$ cat config.mk
export PLATFORM = sky130hd
export DESIGN_NAME = pinballTop
export DESIGN_NICKNAME = d
export VERILOG_FILES = /design/src/source/pinballGeomPkg.sv /design/src/source/pinballTypesPkg.sv /design/src/source/ballController.sv /design/src/source/collisionDetector.sv /design/src/source/flipperController.sv /design/src/source/frameTicker.sv /design/src/source/pinballTop.sv /design/src/source/springPlunger.sv
export SDC_FILE = /design/constraint.sdc
export NUM_CORES = 1
export LEC_CHECK = 0
export BUFFER_PORTS_ARGS = -buffer_cell sky130_fd_sc_hd__buf_2
export CAP_MARGIN = 20
export CORE_ASPECT_RATIO = 0.6
export CORE_UTILIZATION = 60
export DETAILED_ROUTE_END_ITERATION = 6
export MAX_ROUTING_LAYER = met4
export PLACE_DENSITY = 0.8
export SLEW_MARGIN = 0
export SYNTH_ARGS = -nofsm -noshare
export SYNTH_HDL_FRONTEND = slang
export SYNTH_SLANG_ARGS = --single-unit
$ cat constraint.sdc
create_clock -name clk -period 11.57 [get_ports clk]
set_input_delay 0.5785 -clock clk [delete_from_list [all_inputs] [get_ports clk]]
set_output_delay 0.5785 -clock clk [all_outputs]
set_load 0.02 [all_outputs]
$ cat src/source/pinballGeomPkg.sv
package pinballGeomPkg;

// ~~~~~~~~~~~~~~~~~~~~~~~~~~~~~~~~~~~~~~~~
// screen
// ~~~~~~~~~~~~~~~~~~~~~~~~~~~~~~~~~~~~~~~~
localparam int SCREEN_WIDTH = 640;
localparam int SCREEN_HEIGHT = 480;

// ~~~~~~~~~~~~~~~~~~~~~~~~~~~~~~~~~~~~~~~~
// ball
// ~~~~~~~~~~~~~~~~~~~~~~~~~~~~~~~~~~~~~~~~
localparam int BALL_SIZE = 16;	// square box side
localparam int BALL_INITIAL_X = 300;
localparam int BALL_INITIAL_Y = 100;

localparam int FIXED_POINT_MULTIPLIER = 64;	// 6 fraction bits

// ~~~~~~~~~~~~~~~~~~~~~~~~~~~~~~~~~~~~~~~~
// playfield objects
// ~~~~~~~~~~~~~~~~~~~~~~~~~~~~~~~~~~~~~~~~
localparam int FLIPPER_Y = 420;	// top of the bar
localparam int FLIPPER_WIDTH = 96;
localparam int FLIPPER_HEIGHT = 8;
localparam int FLIPPER_INITIAL_X = (SCREEN_WIDTH - FLIPPER_WIDTH) / 2;

localparam int OBSTACLE_X = 160;
localparam int OBSTACLE_Y = 200;
localparam int OBSTACLE_SIZE = 48;

// The plunger cap reaches from SPRING_Y down to the bottom of the screen.
localparam int SPRING_X = 600;
localparam int SPRING_Y = 440;
localparam int SPRING_WIDTH = 32;

localparam int SPRING_MAX_CHARGE = 30;	// frames
localparam int SPRING_GAIN = 16;	// fixed point per charge frame

endpackage

$ cat src/source/pinballTypesPkg.sv
package pinballTypesPkg;

// ~~~~~~~~~~~~~~~~~~~~~~~~~~~~~~~~~~~~~~~~
// scalar widths
// ~~~~~~~~~~~~~~~~~~~~~~~~~~~~~~~~~~~~~~~~
typedef logic signed [10:0] pixelCoord;	// screen pixels
typedef logic signed [31:0] fixedSpeed;	// pixels per frame, fixed point

// ~~~~~~~~~~~~~~~~~~~~~~~~~~~~~~~~~~~~~~~~
// bundles
// ~~~~~~~~~~~~~~~~~~~~~~~~~~~~~~~~~~~~~~~~
typedef struct packed {
	pixelCoord x;	// top left corner
	pixelCoord y;
} ballPos;

typedef struct packed {
	logic borderTop;
	logic borderLeft;
	logic borderRight;
	logic flipper;
	logic obstacle;
	logic spring;
	logic [3:0] hitEdge;	// ball side: 0 bottom, 1 right, 2 top, 3 left
} collisionFlags;

typedef enum logic [1:0] {
	idle,
	charging,
	firing
} plungerState;

endpackage

$ cat src/source/ballController.sv
`timescale 1ns/1ns

module ballController import pinballGeomPkg::*, pinballTypesPkg::*; #(
	parameter int GRAVITY = 8
) (
	input	logic			clk,
	input	logic			resetN,
	input	logic			startOfFrame,
	input	logic			pause,
	input	logic			resetLevel,
	input	logic			springPulse,
	input	collisionFlags	hits,
	input	fixedSpeed		flipperSpeedX,
	input	fixedSpeed		springSpeedY,
	output	ballPos			ball
);

localparam int START_X = BALL_INITIAL_X * FIXED_POINT_MULTIPLIER;
localparam int START_Y = BALL_INITIAL_Y * FIXED_POINT_MULTIPLIER;

fixedSpeed speedX;
fixedSpeed speedY;
int posX;	// fixed point
int posY;

logic surface;
logic hitTop;
logic hitBottom;
logic hitLeft;
logic hitRight;
logic launch;

// ~~~~~~~~~~~~~~~~~~~~~~~~~~~~~~~~~~~~~~~~
// contact sides
// ~~~~~~~~~~~~~~~~~~~~~~~~~~~~~~~~~~~~~~~~
assign surface = hits.obstacle || hits.spring;	// sided objects
assign hitTop = hits.borderTop || (surface && hits.hitEdge[2]);
assign hitBottom = hits.flipper || (surface && hits.hitEdge[0]);
assign hitLeft = hits.borderLeft || (surface && hits.hitEdge[3]);
assign hitRight = hits.borderRight || (surface && hits.hitEdge[1]);
assign launch = springPulse && hits.spring && hits.hitEdge[0];	// resting on the cap

// ~~~~~~~~~~~~~~~~~~~~~~~~~~~~~~~~~~~~~~~~
// vertical axis
// ~~~~~~~~~~~~~~~~~~~~~~~~~~~~~~~~~~~~~~~~
always_ff @(posedge clk or negedge resetN) begin
	if (!resetN) begin
		speedY <= '0;
		posY <= START_Y;
	end
	else if (resetLevel) begin
		speedY <= '0;
		posY <= START_Y;
	end
	else if (!pause) begin
		if ((hitTop && (speedY < 0)) || (hitBottom && (speedY > 0))) begin
			speedY <= -speedY;	// moving into the surface
		end
		else if (launch) begin
			speedY <= speedY + springSpeedY;
		end
		// frame step uses the speed held before the edge
		if (startOfFrame) begin
			posY <= posY + speedY;
			speedY <= speedY + GRAVITY;
		end
	end
end

// ~~~~~~~~~~~~~~~~~~~~~~~~~~~~~~~~~~~~~~~~
// horizontal axis
// ~~~~~~~~~~~~~~~~~~~~~~~~~~~~~~~~~~~~~~~~
always_ff @(posedge clk or negedge resetN) begin
	if (!resetN) begin
		speedX <= '0;
		posX <= START_X;
	end
	else if (resetLevel) begin
		speedX <= '0;
		posX <= START_X;
	end
	else if (!pause) begin
		if ((hitLeft && (speedX < 0)) || (hitRight && (speedX > 0))) begin
			speedX <= -speedX;
		end
		else if (hits.flipper && (speedY > 0)) begin
			speedX <= speedX + flipperSpeedX;	// flipper kick
		end
		if (startOfFrame) begin
			posX <= posX + speedX;
		end
	end
end

assign ball.x = pixelCoord'(posX / FIXED_POINT_MULTIPLIER);
assign ball.y = pixelCoord'(posY / FIXED_POINT_MULTIPLIER);

endmodule

$ cat src/source/collisionDetector.sv
`timescale 1ns/1ns

module collisionDetector import pinballGeomPkg::*, pinballTypesPkg::*; (
	input	logic			clk,
	input	logic			resetN,
	input	ballPos			ball,
	input	pixelCoord		flipperX,
	output	collisionFlags	hits
);

localparam int OBSTACLE_RIGHT = OBSTACLE_X + OBSTACLE_SIZE;
localparam int OBSTACLE_BOTTOM = OBSTACLE_Y + OBSTACLE_SIZE;
localparam int SPRING_RIGHT = SPRING_X + SPRING_WIDTH;
localparam int FLIPPER_BOTTOM = FLIPPER_Y + FLIPPER_HEIGHT;

int ballLeft;
int ballTop;
int ballRight;
int ballBottom;
int flipperLeft;
collisionFlags nextHits;

assign ballLeft = int'(ball.x);
assign ballTop = int'(ball.y);
assign ballRight = ballLeft + BALL_SIZE;	// exclusive
assign ballBottom = ballTop + BALL_SIZE;
assign flipperLeft = int'(flipperX);

// overlap of the ball box with a box, right and bottom exclusive
function automatic logic hitsBox(input int left, input int top, input int right,
		input int bottom);
	return (ballLeft < right) && (left < ballRight) && (ballTop < bottom) && (top < ballBottom);
endfunction

// side of the ball with the shallowest penetration
function automatic logic [3:0] touchingSide(input int depthBottom, input int depthRight,
		input int depthTop, input int depthLeft);
	logic [3:0] side;
	int best;
	side = 4'b0001;
	best = depthBottom;
	if (depthRight < best) begin
		side = 4'b0010;
		best = depthRight;
	end
	if (depthTop < best) begin
		side = 4'b0100;
		best = depthTop;
	end
	if (depthLeft < best) begin
		side = 4'b1000;
	end
	return side;
endfunction

always_comb begin
	nextHits = '0;
	nextHits.borderTop = (ballTop <= 0);
	nextHits.borderLeft = (ballLeft <= 0);
	nextHits.borderRight = (ballRight >= SCREEN_WIDTH);
	nextHits.flipper = hitsBox(flipperLeft, FLIPPER_Y, flipperLeft + FLIPPER_WIDTH,
		FLIPPER_BOTTOM);
	nextHits.obstacle = hitsBox(OBSTACLE_X, OBSTACLE_Y, OBSTACLE_RIGHT, OBSTACLE_BOTTOM);
	nextHits.spring = hitsBox(SPRING_X, SPRING_Y, SPRING_RIGHT, SCREEN_HEIGHT);
	if (nextHits.obstacle) begin
		nextHits.hitEdge = touchingSide(ballBottom - OBSTACLE_Y, ballRight - OBSTACLE_X,
			OBSTACLE_BOTTOM - ballTop, OBSTACLE_RIGHT - ballLeft);
	end
	else if (nextHits.spring) begin
		nextHits.hitEdge = touchingSide(ballBottom - SPRING_Y, ballRight - SPRING_X,
			SCREEN_HEIGHT - ballTop, SPRING_RIGHT - ballLeft);
	end
end

always_ff @(posedge clk or negedge resetN) begin
	if (!resetN) begin
		hits <= '0;
	end
	else begin
		hits <= nextHits;	// one cycle behind the positions
	end
end

endmodule

$ cat src/source/flipperController.sv
`timescale 1ns/1ns

module flipperController import pinballGeomPkg::*, pinballTypesPkg::*; #(
	parameter int FLIPPER_STEP = 6
) (
	input	logic		clk,
	input	logic		resetN,
	input	logic		startOfFrame,
	input	logic		pause,
	input	logic		resetLevel,
	input	logic		leftKey,
	input	logic		rightKey,
	output	pixelCoord	flipperX,
	output	fixedSpeed	flipperSpeedX
);

localparam pixelCoord STEP = pixelCoord'(FLIPPER_STEP);
localparam pixelCoord RIGHT_LIMIT = pixelCoord'(SCREEN_WIDTH - FLIPPER_WIDTH);
localparam pixelCoord HOME_X = pixelCoord'(FLIPPER_INITIAL_X);

pixelCoord target;
fixedSpeed moveSpeed;

// ~~~~~~~~~~~~~~~~~~~~~~~~~~~~~~~~~~~~~~~~
// next position, clamped to the screen
// ~~~~~~~~~~~~~~~~~~~~~~~~~~~~~~~~~~~~~~~~
always_comb begin
	target = flipperX;	// both keys or none
	if (leftKey && !rightKey) begin
		if (flipperX >= STEP) begin
			target = flipperX - STEP;
		end
		else begin
			target = '0;
		end
	end
	else if (rightKey && !leftKey) begin
		if (flipperX <= RIGHT_LIMIT - STEP) begin
			target = flipperX + STEP;
		end
		else begin
			target = RIGHT_LIMIT;
		end
	end
end

// zero when blocked by the edge
assign moveSpeed = fixedSpeed'(target - flipperX) * FIXED_POINT_MULTIPLIER;

always_ff @(posedge clk or negedge resetN) begin
	if (!resetN) begin
		flipperX <= HOME_X;
		flipperSpeedX <= '0;
	end
	else if (resetLevel) begin
		flipperX <= HOME_X;
		flipperSpeedX <= '0;
	end
	else if (startOfFrame && !pause) begin
		flipperX <= target;
		flipperSpeedX <= moveSpeed;	// motion of this frame
	end
end

endmodule

$ cat src/source/frameTicker.sv
`timescale 1ns/1ns

module frameTicker #(
	parameter int FRAME_CYCLES = 800000
) (
	input	logic	clk,
	input	logic	resetN,
	output	logic	startOfFrame
);

localparam int COUNT_BITS = $clog2(FRAME_CYCLES);
localparam logic [COUNT_BITS-1:0] LAST_COUNT = COUNT_BITS'(FRAME_CYCLES - 1);
localparam logic [COUNT_BITS-1:0] COUNT_STEP = COUNT_BITS'(1);

logic [COUNT_BITS-1:0] count;

always_ff @(posedge clk or negedge resetN) begin
	if (!resetN) begin
		count <= '0;
	end
	else begin
		if (count == LAST_COUNT) begin
			count <= '0;	// wrap
		end
		else begin
			count <= count + COUNT_STEP;
		end
	end
end

assign startOfFrame = (count == LAST_COUNT);	// one cycle per frame

endmodule

$ cat src/source/pinballTop.sv
`timescale 1ns/1ns

module pinballTop import pinballTypesPkg::*; #(
	parameter int FRAME_CYCLES = 800000,
	parameter int GRAVITY = 8,
	parameter int FLIPPER_STEP = 6
) (
	input	logic		clk,
	input	logic		resetN,
	input	logic		pause,
	input	logic		resetLevel,
	input	logic		flipperLeftKey,
	input	logic		flipperRightKey,
	input	logic		launchKey,
	output	ballPos		ball,
	output	pixelCoord	flipperX,
	output	logic		startOfFrame
);

fixedSpeed flipperSpeedX;
fixedSpeed springSpeedY;
logic springPulse;
collisionFlags hits;

frameTicker #(
	.FRAME_CYCLES(FRAME_CYCLES)
) ticker (
	.clk(clk),
	.resetN(resetN),
	.startOfFrame(startOfFrame)
);

flipperController #(
	.FLIPPER_STEP(FLIPPER_STEP)
) flipper (
	.clk(clk),
	.resetN(resetN),
	.startOfFrame(startOfFrame),
	.pause(pause),
	.resetLevel(resetLevel),
	.leftKey(flipperLeftKey),
	.rightKey(flipperRightKey),
	.flipperX(flipperX),
	.flipperSpeedX(flipperSpeedX)
);

springPlunger plunger (
	.clk(clk),
	.resetN(resetN),
	.startOfFrame(startOfFrame),
	.pause(pause),
	.launchKey(launchKey),
	.springPulse(springPulse),
	.springSpeedY(springSpeedY)
);

collisionDetector collisions (
	.clk(clk),
	.resetN(resetN),
	.ball(ball),
	.flipperX(flipperX),
	.hits(hits)
);

ballController #(
	.GRAVITY(GRAVITY)
) ballCtrl (
	.clk(clk),
	.resetN(resetN),
	.startOfFrame(startOfFrame),
	.pause(pause),
	.resetLevel(resetLevel),
	.springPulse(springPulse),
	.hits(hits),
	.flipperSpeedX(flipperSpeedX),
	.springSpeedY(springSpeedY),
	.ball(ball)
);

endmodule

$ cat src/source/springPlunger.sv
`timescale 1ns/1ns

module springPlunger import pinballGeomPkg::*, pinballTypesPkg::*; (
	input	logic		clk,
	input	logic		resetN,
	input	logic		startOfFrame,
	input	logic		pause,
	input	logic		launchKey,
	output	logic		springPulse,
	output	fixedSpeed	springSpeedY
);

localparam int CHARGE_BITS = $clog2(SPRING_MAX_CHARGE + 1);
localparam logic [CHARGE_BITS-1:0] FULL_CHARGE = CHARGE_BITS'(SPRING_MAX_CHARGE);
localparam logic [CHARGE_BITS-1:0] ONE_FRAME = CHARGE_BITS'(1);

plungerState state;
logic [CHARGE_BITS-1:0] charge;	// frames held
logic frameTick;

assign frameTick = startOfFrame && !pause;

always_ff @(posedge clk or negedge resetN) begin
	if (!resetN) begin
		state <= idle;
		charge <= '0;
	end
	else begin
		case (state)
			idle: begin
				if (frameTick && launchKey) begin
					state <= charging;
					charge <= ONE_FRAME;
				end
			end
			charging: begin
				if (frameTick) begin
					if (launchKey) begin
						if (charge != FULL_CHARGE) begin
							charge <= charge + ONE_FRAME;	// saturate
						end
					end
					else begin
						state <= firing;	// charge is at least one here
					end
				end
			end
			firing: begin
				state <= idle;	// single pulse
				charge <= '0;
			end
			default: begin
				state <= idle;
			end
		endcase
	end
end

assign springPulse = (state == firing);
assign springSpeedY = springPulse ? -(fixedSpeed'(charge) * SPRING_GAIN) : '0;	// upward

endmodule
=== Word level (Yosys, flattened, before mapping) ===
Cells that the tools add are included.

* Input bits: 7
* Output and inout port bits: 34
* Bits in registers: 208

* $add $sub $neg: 26
* Multiplexer cells: 52
* Reduce and logical (&&, ||, !) cells: 47
* Bitwise logic cells: 2
* Order comparisons: 27
* Equal/unequal tests: 10

{| class="wikitable"
|+ Operator list
! cell !! number
|-
| two-way mux 32 bit || 28
|-
| less-than comparator 32 bit || 6
|-
| adder 32 bit || 4
|-
| two-way mux 11 bit || 6
|-
| greater-than comparator 32 x 1 -> 1 bit, second input constant || 2
|-
| less-than comparator 10 x 32 -> 1 bit, first input constant || 2
|-
| less-than comparator 32 x 1 -> 1 bit, second input constant || 2
|-
| negator 32 bit || 2
|-
| adder 32 x 5 -> 32 bit, second input constant || 1
|-
| less-than comparator 9 x 32 -> 1 bit, first input constant || 1
|-
| negator 9 -> 32 bit || 1
|-
| subtractor 32 x 10 -> 32 bit, second input constant || 1
|-
| subtractor 32 x 9 -> 32 bit, second input constant || 1
|-
| adder 11 x 6 -> 12 bit, second input constant || 2
|-
| logical AND 1 bit || 24
|-
| less-than comparator 11 x 12 -> 1 bit || 2
|-
| subtractor 9 x 11 -> 12 bit, first input constant || 2
|-
| adder 11 x 1 -> 11 bit || 2
|-
| <= comparator 11 x 1 -> 1 bit, second input constant || 2
|-
| less-than comparator 11 x 10 -> 1 bit, second input constant || 2
|-
| less-than comparator 11 x 9 -> 1 bit, second input constant || 2
|-
| adder 20 x 1 -> 20 bit, second input constant || 1
|-
| equality test 20 bit, second input constant || 1
|-
| two-way mux 20 bit || 1
|-
| 37 further kinds || 66
|}

=== Logic depth before layout (Yosys ltp) ===
* Depth in word-level cells: 18
* Depth in mapped cells: 60
* Mapped depth without buffers: 55

=== Hierarchy ===
From an unflattened synthesis, not the netlist that was laid out.

* Cell total of the unflattened synthesis: 2,918
* Area total of the unflattened synthesis: 22,913.2 sq um

{| class="wikitable"
|+ Modules (own cells, without submodules)
! module !! sequential area each (sq um) !! area each (sq um) !! times used !! cells an instance
|-
| ballController || 3,211.8 || 13,773.2 || 1 || 1,785
|-
| collisionDetector || 250.2 || 5,124.9 || 1 || 676
|-
| flipperController || 578.1 || 2,187.1 || 1 || 260
|-
| frameTicker || 500.5 || 957.2 || 1 || 91
|-
| springPlunger || 175.2 || 870.8 || 1 || 106
|}

=== Worst setup path after synthesis ===
Ideal clock, no wire load.

* Path type: register to register
* Start point: register ballCtrl.posX[1] in the netlist's numbering
* End point: register collisions.hits[0] (netlist name)
* Clock period less this slack: 11.989 ns
* Required time: 11.438 ns
* Library setup time: 0.132 ns
* Stages on the path, launching flop included: 56
* Arrival: 11.857 ns
* Slack: -0.419 ns
* Cell sequence: dfrtp_1 or4_1 o31a_1 ha_1 ha_1 nand3_1 xor2_1 inv_1 ha_1 clkbuf_1 xnor2_1 inv_2 a21oi_1 nor3_1 inv_1 o21ai_0 ha_1 a21o_1 [20 not listed] and3_1 clkbuf_1 buf_1 a21oi_1 ha_1 a21o_1 a21oi_1 nor2b_1 o21ai_0 nand2b_1 a21oi_1 o21ai_0 o211a_1 o21a_1 o21ai_0 nand3b_1 mux2i_1 o32ai_1

{| class="wikitable"
|+ RTL lines
! what !! RTL line !! source
|-
| from (decl) || ballController.sv:23 || <nowiki>int posX;</nowiki>
|-
| from (signal assigned) || ballController.sv:90 || <nowiki>posX <= posX + speedX;</nowiki>
|}

==> flow_metrics.py <==
metrics = {
    "logic_synthesis": {
        "synth_nets": 3375,
        "postSynthCellCount": 3006,
        "synth.area.mux_share_pct": 1.94,
        "yosys_warnings": 0,
        "synth_area_leader_cell": "ha_1",
        "synth_top_flop_cell": "dfrtp_1",
        "synth_compound_area_share_pct": 24.0,
        "synth_top_family_by_area": "compound AO/OA/AOI/OAI gates",
        "synthArstFlopShare_pct": 100,
        "synth_top_area_share_pct": 19.0,
        "synthTopCellsByArea": "ha_1 19%, dfrtp_1 19%, a21oi_1 6.0%",
        "ys_types": 101,
        "synth_adder_area_share_pct": 19.3,
        "synth-edff-count": 0,
        "syn_area_per_cell_um2": 7.85,
        "ys_seq_elements": 186,
        "synth-simple-area-share_pct": 22.1,
        "synth_area_um2": 23600,
        "ys_seq_area_share_pct": 19.8,
        "synth_xor_area_share_pct": 8.62,
    },
    "timing": {
        "slew_headroom_pct": 27.5,
        "finalCritPeriodShare_pct": 93.9,
        "hold_violations": 0,
        "holdWs_ns": 0.246,
        "setup_viol": 0,
        "fmax_mhz": 92.1,
        "tightest_slew_ns": 1.09,
        "rsz0062_at_grt": "no",
        "period_minus_slack_ns": 10.86,
        "final.setup.tns_ns": 0,
        "finalMaxSlewViolations": 0,
        "clock_skew_ns": 0.0116,
    },
    "global_route": {
        "grtUsageTotal_pct": 37.5,
        "overflow": 0,
        "grt_pass1_wl_um": 117000,
        "grt_pass1_vias": 21600,
        "grt_max_degree": 120,
        "antenna_found_initial": 0,
    },
    "floorplan": {
        "fp.coreArea_um2": 38200,
        "die_y_um": 156,
        "die_area_um2": 40100,
        "ios": 41,
        "num_rows": 55,
        "initial_core_util_pct": 61.8,
        "die_x_um": 258,
    },
    "power_and_ir_drop": {
        "finalPower_mw": 1.36,
        "ir_worst_vdd_mv": 0.107,
        "power.density_nw_per_um2": 54.1,
        "p_leak_nw": 12.4,
    },
    "critical_path": {
        "rr_worst_depth": 53,
        "arrival_ns": 11.19,
        "cp_slowest_cell": "xnor2_1",
        "worst_setup_path_start_kind": "flop",
        "path_class": "reg2reg",
        "cp-end-kind": "flop",
        "regToRegSetupSlack_ns": 0.71,
        "cp.required_ns": 11.90,
        "max_stage_delay_ns": 0.54,
        "worst-path-max-fanout": 18,
    },
    "placement": {
        "dp.cells": 3490,
        "place_hpwl_um": 55700,
        "io_buffers": 40,
        "routabilityCongestion": 1.02,
        "dpl_cell_area_um2": 24400,
    },
    "clocking": {
        "htreeDepth": 4,
        "cts_max_path_buffers": 2,
        "cts_tree": "done",
        "clkTransAtPathRegs_ns": 0.07,
        "root_buffer": "clkbuf_16",
        "cts_sinks": 186,
        "cts_buffers": 17,
        "clk_latency_ns": 0.46,
    },
    "routing": {
        "routed_wl_um": 73100,
        "post-route-drc-count": 0,
        "via_per_inst": 6.61,
        "drt_pass1_iterations": 6,
        "antenna_left": 0,
        "vias": 23300,
        "wl_per_cell_um": 20.7,
        "dr.first_iter.drc_count": 2506,
    },
    "worst_hold_path": {
        "hp-class": "in2async",
    },
    "run": {
        "maxCapViolations": 0,
    },
    "cells_and_area": {
        "area_delta_synth_final_pct": 6.40,
        "design_area_um2": 25100,
        "antennaDiodeCount": 0,
        "drive_gt1_share_pct": 7.73,
        "stdcell_count": 3527,
        "nets": 3370,
    },
    "outcome": {
        "status": "complete, no violations",
    },
}
[state kept, by name, summed over array words and instances, names as in the netlist]
name	flops
ballCtrl.posX	32
ballCtrl.posY	32
ballCtrl.speedX	31
ballCtrl.speedY	31
ticker.count	20
flipper.flipperSpeedX	12
flipper.flipperX	11
collisions.hits	10
plunger.charge	5
plunger.state	2
[through the flow]
step           worst slack [ns]  utilization, %
2_1_floorplan            0.0331               -
3_3_place_gp              0.650            63.8
3_5_place_dp              0.406            63.8
4_1_cts                   0.340            65.4
5_1_grt                 0.00118            65.7
6_report                  0.708            65.7
[cells in the final DEF, fill, tap and decap left out, drive strengths merged, types with 44 or more instances in the layout]
cell type / n
xnor2: 157
o21ai: 207
a211oi: 46
ha: 359
inv: 135
nand3: 87
buf: 95
xor2: 62
a21oi: 283
dfrtp: 177
nand2: 327
nor2b: 44
nor2: 223
a21o: 79
nand2b: 49
nand4: 44
nor3: 94
[Yosys cell counts, drive strengths merged (37+ instances only)]
cell,number
o21ai,207
nor2b,44
nor3,94
nand3,87
a31oi,37
clkbuf,94
ha,359
dfrtp,177
nand2,327
nand4,44
a211oi,46
nor2,223
inv,133
a21oi,283
xnor2,157
xor2,62
nand2b,49
a21o,79
[final cells by class]
type	count	area (µm²)
Multi-Input combinational cell	2562	18000
Fill cell	3279	13100
Sequential cell	186	4670
Tap cell	513	642
Timing Repair Buffer	96	633
Inverter	138	518
Clock buffer	23	478
Clock inverter	9	136
[repair_timing]
action / CTS / global route
setup buffers: 0 / 4
setup endpoints to repair: 0 / 4
hold buffers: 0 / 0
gates resized for setup: 0 / 22
[logic make-up (layout without fill, tap and decap cells)]
| family | count (synthesis) | after routing |
|---|---|---|
| adders and majority gates | 362 | 362 |
| muxes | 42 | 42 |
| DFF | 186 | 186 |
| AOI/OAI and AO/OA | 882 | 882 |
| and+or+nand+nor | 1056 | 1056 |
| buffers and inverters | 258 | 266 |
| xor gates and xnor gates | 220 | 220 |
[critical path, delay by kind of cell, from the launching register on]
kind | cells | cell delay, ns
multiplexers | 1 | 0.34
adder cells (fa/ha/maj) | 5 | 1.35
XOR/XNOR | 2 | 0.87
AND/OR/NAND/NOR | 19 | 3.39
buffers and inverters | 2 | 0.33
AO/OA/AOI/OAI | 24 | 4.03
flip-flops | 1 | 0.40
[per-layer routing]
metal / wire, µm / track usage [%] / up-vias
met1: 35100 / 56.2 / 11100
met3: 7370 / 7.50 / 82
met2: 29800 / 52.1 / 1142
met5: 0 / - / -
met4: 881 / 5.78 / 0
li1: - / - / 10900
[worst paths after layout]
check / start / to
min in group clk: resetLevel / ballCtrl.posX[19]$_DFFE_PN0P_
max: ballCtrl.posX[1]$_DFFE_PN0P_ / collisions.hits[1]$_DFF_PN0_
max in group asynchronous: resetN / ballCtrl.posX[4]$_DFFE_PN0P_
max reg2reg: ballCtrl.posX[1]$_DFFE_PN0P_ / collisions.hits[1]$_DFF_PN0_
min reg2reg: ticker.count[6]$_DFF_PN0_ / ticker.count[6]$_DFF_PN0_
min: resetN / ballCtrl.speedX[20]$_DFFE_PN0P_
[power by group]
group	total [mW]	internal [mW]	switching, mW
clock network	0.635	0.359	0.276
logic	0.0637	0.0179	0.0458
registers	0.658	0.652	0.00564
total	1.36	1.03	0.328
Note: power is estimated with default switching activity, not from simulation.
